===== src/source/bwt_ext_pkg.sv =====
package bwt_ext_pkg;

	// ------------------------------------------------------------
	// widths and limits
	// ------------------------------------------------------------
	localparam int READ_NUM_W = 8;	// read number
	localparam int POS_W = 7;	// position, min_intv, queue pointer
	localparam int IDX_W = 64;	// one interval field
	localparam int ADDR_W = 32;	// DRAM byte address
	localparam int unsigned READ_LEN = 101;	// forward search stops here

	// ------------------------------------------------------------
	// encodings
	// ------------------------------------------------------------
	typedef enum logic [5:0] {
		F_INIT  = 6'd0,	// first step, becomes F_RUN on the way out
		F_RUN   = 6'd1,
		F_BREAK = 6'd2,
		BCK_INI = 6'd4,	// handed over to the backward search
		BCK_RUN = 6'd5,
		BCK_END = 6'd6,
		BUBBLE  = 6'h30	// empty slot
	} fwd_status_e;

	// anything above BASE_T is an ambiguous base (N)
	typedef enum logic [7:0] {
		BASE_A = 8'd0,
		BASE_C = 8'd1,
		BASE_G = 8'd2,
		BASE_T = 8'd3
	} query_e;

	// ------------------------------------------------------------
	// payload types
	// ------------------------------------------------------------
	typedef struct packed {
		logic [IDX_W-1:0] x0;
		logic [IDX_W-1:0] x1;
		logic [IDX_W-1:0] x2;	// interval size
		logic [IDX_W-1:0] info;	// low bits hold the return position
	} bi_interval_t;

	typedef bi_interval_t [3:0] ok_set_t;	// one extended interval per base

	typedef struct packed {
		fwd_status_e status;
		query_e query;	// current base only
		logic [POS_W-1:0] ptr_curr;	// next free slot of the curr queue
		logic [READ_NUM_W-1:0] read_num;
		bi_interval_t ik;
		logic [POS_W-1:0] forward_i;
		logic [POS_W-1:0] min_intv;
		logic [POS_W-1:0] backward_x;
	} fwd_item_t;

	typedef struct packed {
		logic we;
		logic [READ_NUM_W-1:0] read_num;
		logic [POS_W-1:0] addr;
		logic [4*IDX_W-1:0] data;	// info, x2, x1, x0 from high to low
	} curr_wr_t;

	typedef struct packed {
		logic valid;
		logic [POS_W-1:0] ret;
		logic [READ_NUM_W-1:0] read_num;
	} ret_t;

	typedef struct packed {
		fwd_status_e status;
		logic [READ_NUM_W-1:0] read_num;
		logic [POS_W-1:0] position;
	} query_req_t;

	typedef struct packed {
		logic valid;
		logic [ADDR_W-1:0] addr_k;
		logic [ADDR_W-1:0] addr_l;
	} dram_req_t;

endpackage


===== src/source/fwd_ik_update.sv =====
module fwd_ik_update import bwt_ext_pkg::*; (
	input  logic Clk_32UI,
	input  logic reset_BWT_extend,
	input  logic stall_i,
	input  fwd_item_t item_i,
	input  bi_interval_t sel_ok_i,
	input  logic update_ik_i,
	input  logic add_i_i,
	output fwd_item_t item_o,
	output logic [IDX_W-1:0] k_pre_o,
	output logic [IDX_W-1:0] l_pre_o,
	output logic [IDX_W-1:0] k_pre_dec_o,
	output logic [IDX_W-1:0] l_pre_dec_o
);

	bi_interval_t ik_nxt;
	logic [POS_W-1:0] fwd_i_nxt;
	logic [IDX_W-1:0] k_nxt;
	logic [IDX_W-1:0] l_nxt;

	// ------------------------------------------------------------
	// new interval and position
	// ------------------------------------------------------------
	always_comb begin
		ik_nxt = item_i.ik;
		if (update_ik_i) begin
			ik_nxt.x0 = sel_ok_i.x0;
			ik_nxt.x1 = sel_ok_i.x1;
			ik_nxt.x2 = sel_ok_i.x2;
			ik_nxt.info = IDX_W'(item_i.forward_i) + IDX_W'(1);	// i + 1
		end
	end

	assign fwd_i_nxt = add_i_i ? item_i.forward_i + POS_W'(1) : item_i.forward_i;

	// occurrence lookup bounds of the next step
	assign k_nxt = ik_nxt.x1 - IDX_W'(1);
	assign l_nxt = k_nxt + ik_nxt.x2;

	// ------------------------------------------------------------
	// register, with both primary cases ready for the next stage
	// ------------------------------------------------------------
	always_ff @(posedge Clk_32UI) begin
		if (!reset_BWT_extend) begin
			item_o.status <= BUBBLE;
		end
		else if (!stall_i) begin
			item_o <= item_i;
			item_o.ik <= ik_nxt;
			item_o.forward_i <= fwd_i_nxt;

			k_pre_o <= k_nxt;
			l_pre_o <= l_nxt;
			k_pre_dec_o <= k_nxt - IDX_W'(1);	// used when past primary
			l_pre_dec_o <= l_nxt - IDX_W'(1);
		end
	end

endmodule


===== config.mk =====
export PLATFORM = sky130hd
export DESIGN_NAME = fwd_ik_update
export DESIGN_NICKNAME = d
export VERILOG_FILES = /design/src/source/bwt_ext_pkg.sv /design/src/source/fwd_ik_update.sv
export SDC_FILE = /design/constraint.sdc
export NUM_CORES = 1
export LEC_CHECK = 0
export BUFFER_PORTS_ARGS = -buffer_cell sky130_fd_sc_hd__buf_2
export CAP_MARGIN = 20
export CORE_AREA = 2 2 446 448
export CTS_BUF_LIST = sky130_fd_sc_hd__clkbuf_2 sky130_fd_sc_hd__clkbuf_4 sky130_fd_sc_hd__clkbuf_8
export CTS_CLUSTER_DIAMETER = 200
export DETAILED_ROUTE_END_ITERATION = 12
export DIE_AREA = 0 0 448 450
export PLACE_DENSITY = 0.35
export SETUP_SLACK_MARGIN = 0.2
export SLEW_MARGIN = 20
export SYNTH_ARGS = -nofsm -noshare
export SYNTH_HDL_FRONTEND = slang
export SYNTH_SLANG_ARGS = --single-unit

===== constraint.sdc =====
create_clock -name Clk_32UI -period 43.3 [get_ports Clk_32UI]
set_input_delay 8.66 -clock Clk_32UI [delete_from_list [all_inputs] [get_ports Clk_32UI]]
set_output_delay 8.66 -clock Clk_32UI [all_outputs]
set_load 0.02 [all_outputs]

==> flow_summary.ini <==
[clock_network]
ctsResizeCount = 0
hold_buffers = 0
clock_latency_ns = 0.85
h-tree-depth = 3
numCtsBuffers = 117
clk_pin_slew_worst_paths_ns = 0.06
postCtsSetupBuffers = 0
cts.sinks = 561
clock-root-buffer = clkbuf_8
cts_buffer_depth = 3
cts_tree = done

[synthesis]
synthXorXnorAreaFrac_pct = 7.033
synth_edf_count = 555
synthesis.nets = 2952
synth_ff_type = edfxtp_1
async_reset_ff_share_pct = 0
ys_seq_elements = 561
synth_warnings = 0
synth_top_family_by_area = simple AND/OR/NAND/NOR gates
synthMuxAreaShare_pct = 7.774
synthAdderAreaFrac_pct = 3.058
synth_compound_area_share_pct = 7.622
syn_area_mm2 = 0.02889
synth.distinct_cells = 89
yosysSeqAreaShare_pct = 58.10
synthSimpleGateAreaFrac_pct = 14.13
avgSynthCellArea_um2 = 12.48
synth_cells = 2315

[sta]
fmaxAchievable_mhz = 56.52
setup_viol = 0
maxSlewHeadroom_pct = 16.41
worst_pin_slew_ns = 1.242
hold_viol = 0
setup_tns_ns = 0
period_needed_ns = 17.69
finalMaxSlewViolations = 0
clock_skew_ns = 0
post-route-period-util_pct = 40.86
grt_setup_unrepaired = false

[power_and_ir_drop]
ir_drop_v = 0.00002127
power_switching_mw = 0.5816
p_per_area_mw_per_mm2 = 42.90
p_clk_share_pct = 35.9
p_int_mw = 1.139
power_frac_seq_pct = 39.3
netSwitchingFraction_pct = 33.80
combPwrFrac_pct = 24.8
leakage_nw = 15.37

[worst_setup_path]
start_kind = input pin
path_max_fanout = 83
crit_required_ns = 43.89
end_kind = flip-flop
worstPathArrival_ns = 18.29
crit_type = input pin to flip-flop
slowest_delay_ns = 0.84
cp_cell_sequence = buf_8, buf_4, mux2i_1, inv_1, nor2_1, nand4_1, buf_4, or3_1, nor2_1, xnor2_1, inv_1, ha_1, nand2_1, nor3b_1, nand3_1, a311o_1, a311oi_1, mux2_2, a211o_1, nand3b_1, or4_1, nor4b_1, xnor2_1
slowest_stage = mux2i_1

[place]
place_congestion = 0.8673
io_buffers = 1064
dpl.hpwl_mm = 126.6

[floorplan]
die_h_um = 450
die-area_mm2 = 0.2016
rows = 163
core-area_mm2 = 0.1966
die_x_um = 448
start_util_pct = 14.69
io_pins = 1129

[global_route]
grt_max_degree = 84
grt-busiest-layer = met2
grt_use_total_pct = 14.62
grt_use_met1_pct = 16.50
first_global_vias = 23940
antenna_found_initial = 49
gr-usage-met2_pct = 27.04
use_met3_pct = 2.925
grt_pass1_wl_mm = 203.1
overflow = 0

[layout]
final_cell_mix = buf_2, edfxtp_1, mux2_2
drive_above_1_share_pct = 42.33
final_nets = 4112
fin_util_pct = 20.40
final_common_cell = buf_2
area_growth_pct = 38.83

[outcome]
status = complete, no violations

[route]
vias = 23930
viasPerCell = 3.847
drc = 0
drt_iter0_drc = 1410
ant_nets = 0
wl_per_cell_um = 24.70
routed_wl_mm = 153.7
first_pass_iters = 5

[min_path]
hp-class = flip-flop to flip-flop

[run]
cap_viol_max_count = 0
-- final timing paths --
kind	to	cells past startpoint	slack [ns]	startpoint
worst max-delay path	l_pre_dec_o[62]$_DFFE_PP_	23	25.61	update_ik_i
worst min-delay path	item_o[305]$_SDFFE_PN1N_	2	0.49	item_o[305]$_SDFFE_PN1N_
worst max register to register	item_o[304]$_SDFFE_PN1N_	2	42.69	item_o[304]$_SDFFE_PN1N_
worst min register to register	item_o[305]$_SDFFE_PN1N_	2	0.49	item_o[305]$_SDFFE_PN1N_
-- power by group through the flow --
stage | Sequential, mW | Clock, mW | Combinational [mW]
after floorplan | 0.770 | 0 | 0.175
after global placement | 0.689 | 0 | 0.436
after detailed placement | 0.689 | 0 | 0.436
after CTS | 0.678 | 0.652 | 0.437
after global routing | 0.682 | 0.668 | 0.460
final | 0.677 | 0.617 | 0.427
-- sequential cells by signal (all words and copies together), names as in the netlist --
register and cells:
item_o 306, k_pre_dec_o 63, k_pre_o 64, l_pre_dec_o 64, l_pre_o 64
-- area by class of cell --
type                            count  area [um2]
Clock buffer                      159        1932
Tap cell                         2640        3303
Fill cell                       21700      156500
Multi-Input combinational cell   1589       11460
Antenna cell                        7       17.52
Sequential cell                   561       16790
Timing Repair Buffer             1119        5748
Inverter                           87       326.6
Clock inverter                     59       533.0
-- routing by layer --
layer  vias to the layer above  wire length (um)
met1                     11800             59590
met3                       234              7935
li1                      11090                 -
met2                       793             81240
met4                        18              4792
met5                         -               110
-- critical path, delay by kind of cell --
kind | cells | cell delay, ns
adder cells (fa/ha/maj) | 1 | 0.53
XOR/XNOR | 2 | 0.54
multiplexers | 2 | 1.27
AO/OA/AOI/OAI | 3 | 1.45
buffers and inverters | 5 | 2.02
AND/OR/NAND/NOR | 10 | 3.70
-- cells in the mapped netlist (all sizes together) (6+ instances only) --
master / instances / share of area (%)
edfxtp: 555 / 58
mux2: 155 / 6.0
nor4: 34 / 1.0
nand3: 45 / 0.80
inv: 87 / 1.1
nand3b: 9 / 0.28
ha: 69 / 3.0
o21bai: 9 / 0.23
a31oi: 9 / 0.19
nand4: 46 / 1.0
a21o: 22 / 0.58
o21a: 14 / 0.36
nand2: 141 / 1.8
xor2: 87 / 2.6
or3b: 8 / 0.24
a21oi: 103 / 1.8
or2: 9 / 0.19
and4: 9 / 0.29
nor2: 154 / 2.0
and3: 10 / 0.22
clkbuf: 54 / 0.71
nor3b: 21 / 0.56
nand4b: 8 / 0.24
buf: 24 / 0.44
nand2b: 19 / 0.41
xnor2: 145 / 4.4
or3: 31 / 0.68
dfxtp: 6 / 0.42
or4: 11 / 0.30
mux2i: 50 / 1.7
a2111oi: 6 / 0.27
o21ai: 77 / 1.3
nor4b: 11 / 0.40
nor2b: 69 / 1.5
o211ai: 18 / 0.47
nor3: 81 / 1.5
a211oi: 12 / 0.31
and2: 18 / 0.39
-- per-stage QoR --
step	hold WS, ns	total power [mW]	worst slack [ns]	cell area [um2]	cells
after floorplan	0.5964	0.9452	8.742	28890	2315
after global placement	0.4539	1.125	24.39	37620	5996
after detailed placement	0.4703	1.125	24.44	37620	5996
after CTS	0.4859	1.767	25.42	40090	6214
after global routing	0.5132	1.810	24.84	40100	6220
final	0.4913	1.721	25.61	40110	6221
-- cells by family after synthesis --
kind of cell	after synthesis
AO/OA/AOI/OAI	339
XOR/XNOR	232
adder cells (fa/ha/maj)	70
buffers and inverters	165
flip-flops	561
multiplexers	205
AND/OR/NAND/NOR	743
(Power assumes the default switching activity.)
