==> src/source/bwt_ext_pkg.sv <==
package bwt_ext_pkg;

	// ------------------------------------------------------------
	// widths and limits
	// ------------------------------------------------------------
	localparam int READ_NUM_W = 8;	// read number
	localparam int POS_W = 7;	// position, min_intv, queue pointer
	localparam int IDX_W = 64;	// one interval field
	localparam int ADDR_W = 32;	// DRAM byte address
	localparam int unsigned READ_LEN = 101;	// forward search stops here

	// ------------------------------------------------------------
	// encodings
	// ------------------------------------------------------------
	typedef enum logic [5:0] {
		F_INIT  = 6'd0,	// first step, becomes F_RUN on the way out
		F_RUN   = 6'd1,
		F_BREAK = 6'd2,
		BCK_INI = 6'd4,	// handed over to the backward search
		BCK_RUN = 6'd5,
		BCK_END = 6'd6,
		BUBBLE  = 6'h30	// empty slot
	} fwd_status_e;

	// anything above BASE_T is an ambiguous base (N)
	typedef enum logic [7:0] {
		BASE_A = 8'd0,
		BASE_C = 8'd1,
		BASE_G = 8'd2,
		BASE_T = 8'd3
	} query_e;

	// ------------------------------------------------------------
	// payload types
	// ------------------------------------------------------------
	typedef struct packed {
		logic [IDX_W-1:0] x0;
		logic [IDX_W-1:0] x1;
		logic [IDX_W-1:0] x2;	// interval size
		logic [IDX_W-1:0] info;	// low bits hold the return position
	} bi_interval_t;

	typedef bi_interval_t [3:0] ok_set_t;	// one extended interval per base

	typedef struct packed {
		fwd_status_e status;
		query_e query;	// current base only
		logic [POS_W-1:0] ptr_curr;	// next free slot of the curr queue
		logic [READ_NUM_W-1:0] read_num;
		bi_interval_t ik;
		logic [POS_W-1:0] forward_i;
		logic [POS_W-1:0] min_intv;
		logic [POS_W-1:0] backward_x;
	} fwd_item_t;

	typedef struct packed {
		logic we;
		logic [READ_NUM_W-1:0] read_num;
		logic [POS_W-1:0] addr;
		logic [4*IDX_W-1:0] data;	// info, x2, x1, x0 from high to low
	} curr_wr_t;

	typedef struct packed {
		logic valid;
		logic [POS_W-1:0] ret;
		logic [READ_NUM_W-1:0] read_num;
	} ret_t;

	typedef struct packed {
		fwd_status_e status;
		logic [READ_NUM_W-1:0] read_num;
		logic [POS_W-1:0] position;
	} query_req_t;

	typedef struct packed {
		logic valid;
		logic [ADDR_W-1:0] addr_k;
		logic [ADDR_W-1:0] addr_l;
	} dram_req_t;

endpackage

==> src/source/fwd_mem_request.sv <==
module fwd_mem_request import bwt_ext_pkg::*; (
	input  logic Clk_32UI,
	input  logic reset_BWT_extend,
	input  logic stall_i,
	input  logic [IDX_W-1:0] primary_i,
	input  fwd_item_t item_i,
	input  logic [IDX_W-1:0] k_pre_i,
	input  logic [IDX_W-1:0] l_pre_i,
	input  logic [IDX_W-1:0] k_pre_dec_i,
	input  logic [IDX_W-1:0] l_pre_dec_i,
	output query_req_t query_req_o,
	output dram_req_t dram_req_o,
	output fwd_item_t item_o
);

	fwd_item_t item_q;
	logic [IDX_W-1:0] k_q, l_q, k_dec_q, l_dec_q;
	logic [IDX_W-1:0] k_adj;
	logic [IDX_W-1:0] l_adj;
	dram_req_t dram_q;

	// ------------------------------------------------------------
	// stage 1: register, next query request one cycle early
	// ------------------------------------------------------------
	always_ff @(posedge Clk_32UI) begin
		if (!reset_BWT_extend) begin
			item_q.status <= BUBBLE;
			query_req_o.status <= BUBBLE;
		end
		else if (!stall_i) begin
			item_q <= item_i;
			k_q <= k_pre_i;
			l_q <= l_pre_i;
			k_dec_q <= k_pre_dec_i;
			l_dec_q <= l_pre_dec_i;

			query_req_o.status <= item_i.status;
			query_req_o.read_num <= item_i.read_num;
			query_req_o.position <= item_i.forward_i;	// already updated
		end
	end

	// the primary row is not stored in the BWT
	assign k_adj = (k_q >= primary_i) ? k_dec_q : k_q;
	assign l_adj = (l_q >= primary_i) ? l_dec_q : l_q;

	// ------------------------------------------------------------
	// stage 2: DRAM request for the occurrence blocks
	// ------------------------------------------------------------
	always_ff @(posedge Clk_32UI) begin
		if (!reset_BWT_extend) begin
			item_o.status <= BUBBLE;
			dram_q <= '0;
		end
		else if (!stall_i) begin
			if (item_q.status == F_INIT || item_q.status == F_RUN) begin
				dram_q.valid <= 1'b1;
				dram_q.addr_k <= {k_adj[34:7], 4'b0000};	// 128-entry block
				dram_q.addr_l <= {l_adj[34:7], 4'b0000};
			end
			else begin
				dram_q <= '0;	// a break needs no memory access
			end

			item_o <= item_q;
			if (item_q.status == F_INIT) begin
				item_o.status <= F_RUN;
			end
		end
	end

	// a request must never stay up while the pipe is frozen
	assign dram_req_o = stall_i ? '0 : dram_q;

endmodule

==> config.mk <==
export PLATFORM = sky130hd
export DESIGN_NAME = fwd_mem_request
export DESIGN_NICKNAME = d
export VERILOG_FILES = /design/src/source/bwt_ext_pkg.sv /design/src/source/fwd_mem_request.sv
export SDC_FILE = /design/constraint.sdc
export NUM_CORES = 1
export LEC_CHECK = 0
export ABC_AREA = 0
export BUFFER_PORTS_ARGS = -buffer_cell sky130_fd_sc_hd__buf_4
export CORE_AREA = 2 2 400 402
export DETAILED_ROUTE_END_ITERATION = 12
export DIE_AREA = 0 0 402 404
export PLACE_DENSITY = 0.39
export SKIP_CTS_REPAIR_TIMING = 1
export SLEW_MARGIN = 20
export SYNTH_ARGS = -nofsm -noshare
export SYNTH_HDL_FRONTEND = slang
export SYNTH_SLANG_ARGS = --single-unit
==> constraint.sdc <==
create_clock -name Clk_32UI -period 44.8 [get_ports Clk_32UI]
set_input_delay 6.72 -clock Clk_32UI [delete_from_list [all_inputs] [get_ports Clk_32UI]]
set_output_delay 6.72 -clock Clk_32UI [all_outputs]
set_load 0.02 [all_outputs]
==> results.md <==
- Result of the run: finished, final reports clean
- Data required time at the worst endpoint: 38.08 ns
- Area inside the core boundary: 158000 sq um
- Maxcap violations: 0
- Slowest stage cell, crit path: sky130_fd_sc_hd__buf_4
- Reg-to-reg setup timing slack: 40.84 ns
- Power density of the placed cells: 43.4 nW/um^2
- Number of nets with antenna violations after routing: 0
- Aggregate global routing overflow: 0
- Worst path bufs/invs: 3
- Post-place setup slack: 30.07 ns
- Count of standard-cell rows: 146
- Cell types with the largest area share after synthesis: sky130_fd_sc_hd__edfxtp_1 (76%), sky130_fd_sc_hd__ha_1 (5.2%), sky130_fd_sc_hd__dfxtp_1 (4.5%), sky130_fd_sc_hd__nand2_1 (1.8%), sky130_fd_sc_hd__mux2i_1 (1.3%)
- Peak supply drop: 0.0324 mV
- Share of layout cells above drive strength 1: 41.1%
- Final-report max-slew violation count: 0
- Cell depth of the worst hold path: 0
- RSZ-0062 raised after global routing: no
- TritonCTS clock tree: done
- Final setup violation count: 0
- Static Leak: 0.0165 uW
- Slew of the pin with the lowest slew margin: 1.11 ns
- Net count, final: 3457
- Global-route usage over all layers: 12.9%
- Vias in the first global route: 18800
- Time the worst path needs with I/O delays and setup: 14.71 ns
- First-iteration detailed-routing DRC count: 1072
- Via density per instance: 3.79
- Achievable Freq: 0.0680 GHz
- Wire per inst: 22.3 um
- Fraction of registers with async set or reset after synthesis: 0%
- Worst-case hold path end point: item_o[34]$_DFFE_PP_
- Final worst path period share: 32.8%
- Number of iterations in the first detailed-routing pass: 4
- Cell count after synthesis: 1719
- H-tree depth reported by CTS: 3
- Global-route wire length before repair: 146 mm
- Insertion delay of the later-clocked pin in the worst-skew pair: 0.75 ns
- Avg Synthesized Cell Area: 18.0 sq um
- Family of cells with the greatest summed delay on the critical path: buffers and inverters
- Most prevalent standard cell on the critical path: sky130_fd_sc_hd__buf_4
- Largest net degree at the start of global routing: 154
- Endpoint type of the worst setup path: output port
- Reg-to-Reg End: dram_q[14]$_SDFFE_PN0N_
- Number of ports placed on the die boundary: 1021
- Initial standard-cell utilization of the core: 19.6%
- CP max stage delay: 0.60 ns
- Initial antenna violation count: 37
- Part of the Yosys area used for sequential elements: 80.6%
- CTS Buffer Depth: 3
- Final Hold Viols: 0
- Flop and latch count out of synthesis: 853
- Number of warnings reported in the yosys synthesis log: 0
- Number of I/O port buffers: 940
- Element type at the critical path start: input pin
- Highest metal layer used by the detailed router: met5
- Hold Path Origin: item_q[34]$_DFFE_PP_
- Clock slew seen by the registers of the worst setup and hold paths: 0.06 ns
- Worst Slack Setup Final: 30.09 ns
- Launching point of the worst reg2reg path: l_q[5]$_DFFE_PP_
- Number of placed instances with taps included: 4669
- Die Span X: 402 um
- Number of fill cells in the layout: 16200
- Half-perimeter wire length of the detailed placement result: 84.2 mm
- Worst hold-check path type: reg -> reg
- Met3 wirelength from detailed routing: 11.4 mm
- Post-route DRC violation count: 0
- Cell taking the most area after synthesis: sky130_fd_sc_hd__edfxtp_1
- Vert. Die Dim: 404 um
- Final Power: 1900 uW
- CTS root buffer: sky130_fd_sc_hd__clkbuf_16
- Detailed-route wire length on metal 1: 40.2 mm
- Critical-path cell list: buf_4 -> buf_4 -> nor2b_1 -> buf_4
- Met2 routed WL: 53.9 mm
- Number of unique standard cell types used by synthesis: 44
- Gpl congestion: 0.788
- DIE AREA: 162000 sq um
- Proportion of netlist area held by the largest area contributor: 76.2%
- Final total negative setup slack: 0 ns
- Netlist area before placement: 30900 sq um
- Number of cells on the worst reg-to-reg path: 9
- Worst slew margin: 26.1%
- Leading register cell type out of synthesis: sky130_fd_sc_hd__edfxtp_1
- Final worst clock skew: 0.0588 ns
- Critical path start-end classification: in -> out
- Data arrival time of the worst path: 7.99 ns
- Post-synth EDFFs: 784
- DRT Wirelength: 108 mm
- Post-synthesis to final-layout area growth: 41.5%
- Non-Filler Instances: 4867
- Biggest fanout along the worst timing path: 46
- Number of clock sinks: 853
- Via count: 18400
- Number of buffers created by CTS: 101
- Area after DPL: 40300 sq um
- Final Instance Area: 43700 sq um
[synth_stat cells, types with 6 or more instances]
cell	number
sky130_fd_sc_hd__nand3_2	25
sky130_fd_sc_hd__a211oi_1	7
sky130_fd_sc_hd__a41oi_1	29
sky130_fd_sc_hd__buf_2	10
sky130_fd_sc_hd__nor2b_1	59
sky130_fd_sc_hd__nand2_1	151
sky130_fd_sc_hd__mux2i_1	39
sky130_fd_sc_hd__nor2_1	18
sky130_fd_sc_hd__nor3_1	6
sky130_fd_sc_hd__o2111ai_1	29
sky130_fd_sc_hd__o21ai_0	26
sky130_fd_sc_hd__inv_1	70
sky130_fd_sc_hd__buf_4	31
sky130_fd_sc_hd__nand4_1	19
sky130_fd_sc_hd__nand3_1	23
sky130_fd_sc_hd__dfxtp_1	69
sky130_fd_sc_hd__o311ai_1	12
sky130_fd_sc_hd__a21oi_1	52
sky130_fd_sc_hd__clkbuf_1	39
sky130_fd_sc_hd__buf_1	6
sky130_fd_sc_hd__edfxtp_1	784
sky130_fd_sc_hd__o211ai_1	45
sky130_fd_sc_hd__ha_1	128
[cells in the final DEF (no fill, tap or decap), types with 39 or more instances in the layout]
cell type | Yosys | routed
sky130_fd_sc_hd__a21oi_1 | 52 | 50
sky130_fd_sc_hd__buf_4 | 31 | 960
sky130_fd_sc_hd__clkbuf_16 | 0 | 101
sky130_fd_sc_hd__dfxtp_1 | 69 | 69
sky130_fd_sc_hd__edfxtp_1 | 784 | 784
sky130_fd_sc_hd__ha_1 | 128 | 128
sky130_fd_sc_hd__inv_1 | 70 | 70
sky130_fd_sc_hd__mux2i_1 | 39 | 39
sky130_fd_sc_hd__nand2_1 | 151 | 151
sky130_fd_sc_hd__nor2b_1 | 59 | 59
sky130_fd_sc_hd__o211ai_1 | 45 | 45
[registers in the layout (all words and copies together), names as in the netlist]
register	flops
item_o	306
item_q	306
k_q	64
l_q	64
dram_q	57
k_dec_q	28
l_dec_q	28
[worst reg2reg max path, stage by stage, from the launching register on]
cell and delay (ns):
sky130_fd_sc_hd__edfxtp_1 0.37, sky130_fd_sc_hd__ha_1 0.29, sky130_fd_sc_hd__a2111oi_0 0.56, sky130_fd_sc_hd__o21a_1 0.28, sky130_fd_sc_hd__o211ai_1 0.19, sky130_fd_sc_hd__a21oi_4 0.43, sky130_fd_sc_hd__buf_4 0.36, sky130_fd_sc_hd__o21a_1 0.77
sky130_fd_sc_hd__buf_4 0.42, sky130_fd_sc_hd__o211ai_1 0.16
[final cells by class]
cell class	instances	area, sq um	share of cell area (%)
Sequential cell	853	24900	57.0
Antenna cell	9	22.5	0.0515
Inverter	70	263	0.601
Timing Repair Buffer	961	7230	16.5
Clock inverter	55	674	1.54
Multi-Input combinational cell	713	5300	12.1
Clock buffer	134	2720	6.22
Tap cell	2072	2590	5.93
[power breakdown]
group | total, uW | internal [uW] | leakage, uW | switching [uW]
logic | 134 | 58.2 | 0.00698 | 75.4
clock network | 834 | 484 | 0.00163 | 350
registers | 932 | 917 | 0.00792 | 15.0
[per-stage QoR]
| stage | utilization (%) | hold WS (ns) |
|---|---|---|
| 3_3_place_gp | 25.5 | 0.400 |
| 3_5_place_dp | 25.5 | 0.405 |
| 6_report | 27.7 | 0.396 |
| 2_1_floorplan | - | 0.400 |
| 4_1_cts | 27.7 | 0.393 |
| 5_1_grt | 27.7 | 0.412 |
[layer usage]
metal | up-vias | global-route usage, %
li1 | 8611 | -
met1 | 8897 | 14.0
met2 | 710 | 21.9
met3 | 177 | 6.50
met4 | 50 | 3.77
met5 | - | 0
[cell families (layout without fill, tap and decap cells)]
family          Yosys count  count (layout)  synth area share [%]
compound gates          219             219                  5.02
fa+ha+maj               128             128                  5.18
buf+inv                 160            1220                  2.51
flops                   853             853                  80.6
mux                      39              39                  1.26
other cells               1              17                0.0121
simple gates            319             319                  5.36
[how the worst max path moves through the flow]
stage          startpoint             endpoint  slack [ns]  cells after the start
6_report          stall_i       dram_req_o[11]       30.09                      4
2_1_floorplan     stall_i  item_o[0]$_DFFE_PP_        3.24                      3
3_3_place_gp      stall_i        dram_req_o[5]       30.11                      4
3_5_place_dp      stall_i       dram_req_o[11]       30.07                      4
4_1_cts           stall_i       dram_req_o[11]       30.06                      4
5_1_grt           stall_i        dram_req_o[8]       29.98                      4
(Power assumes the default switching activity.)
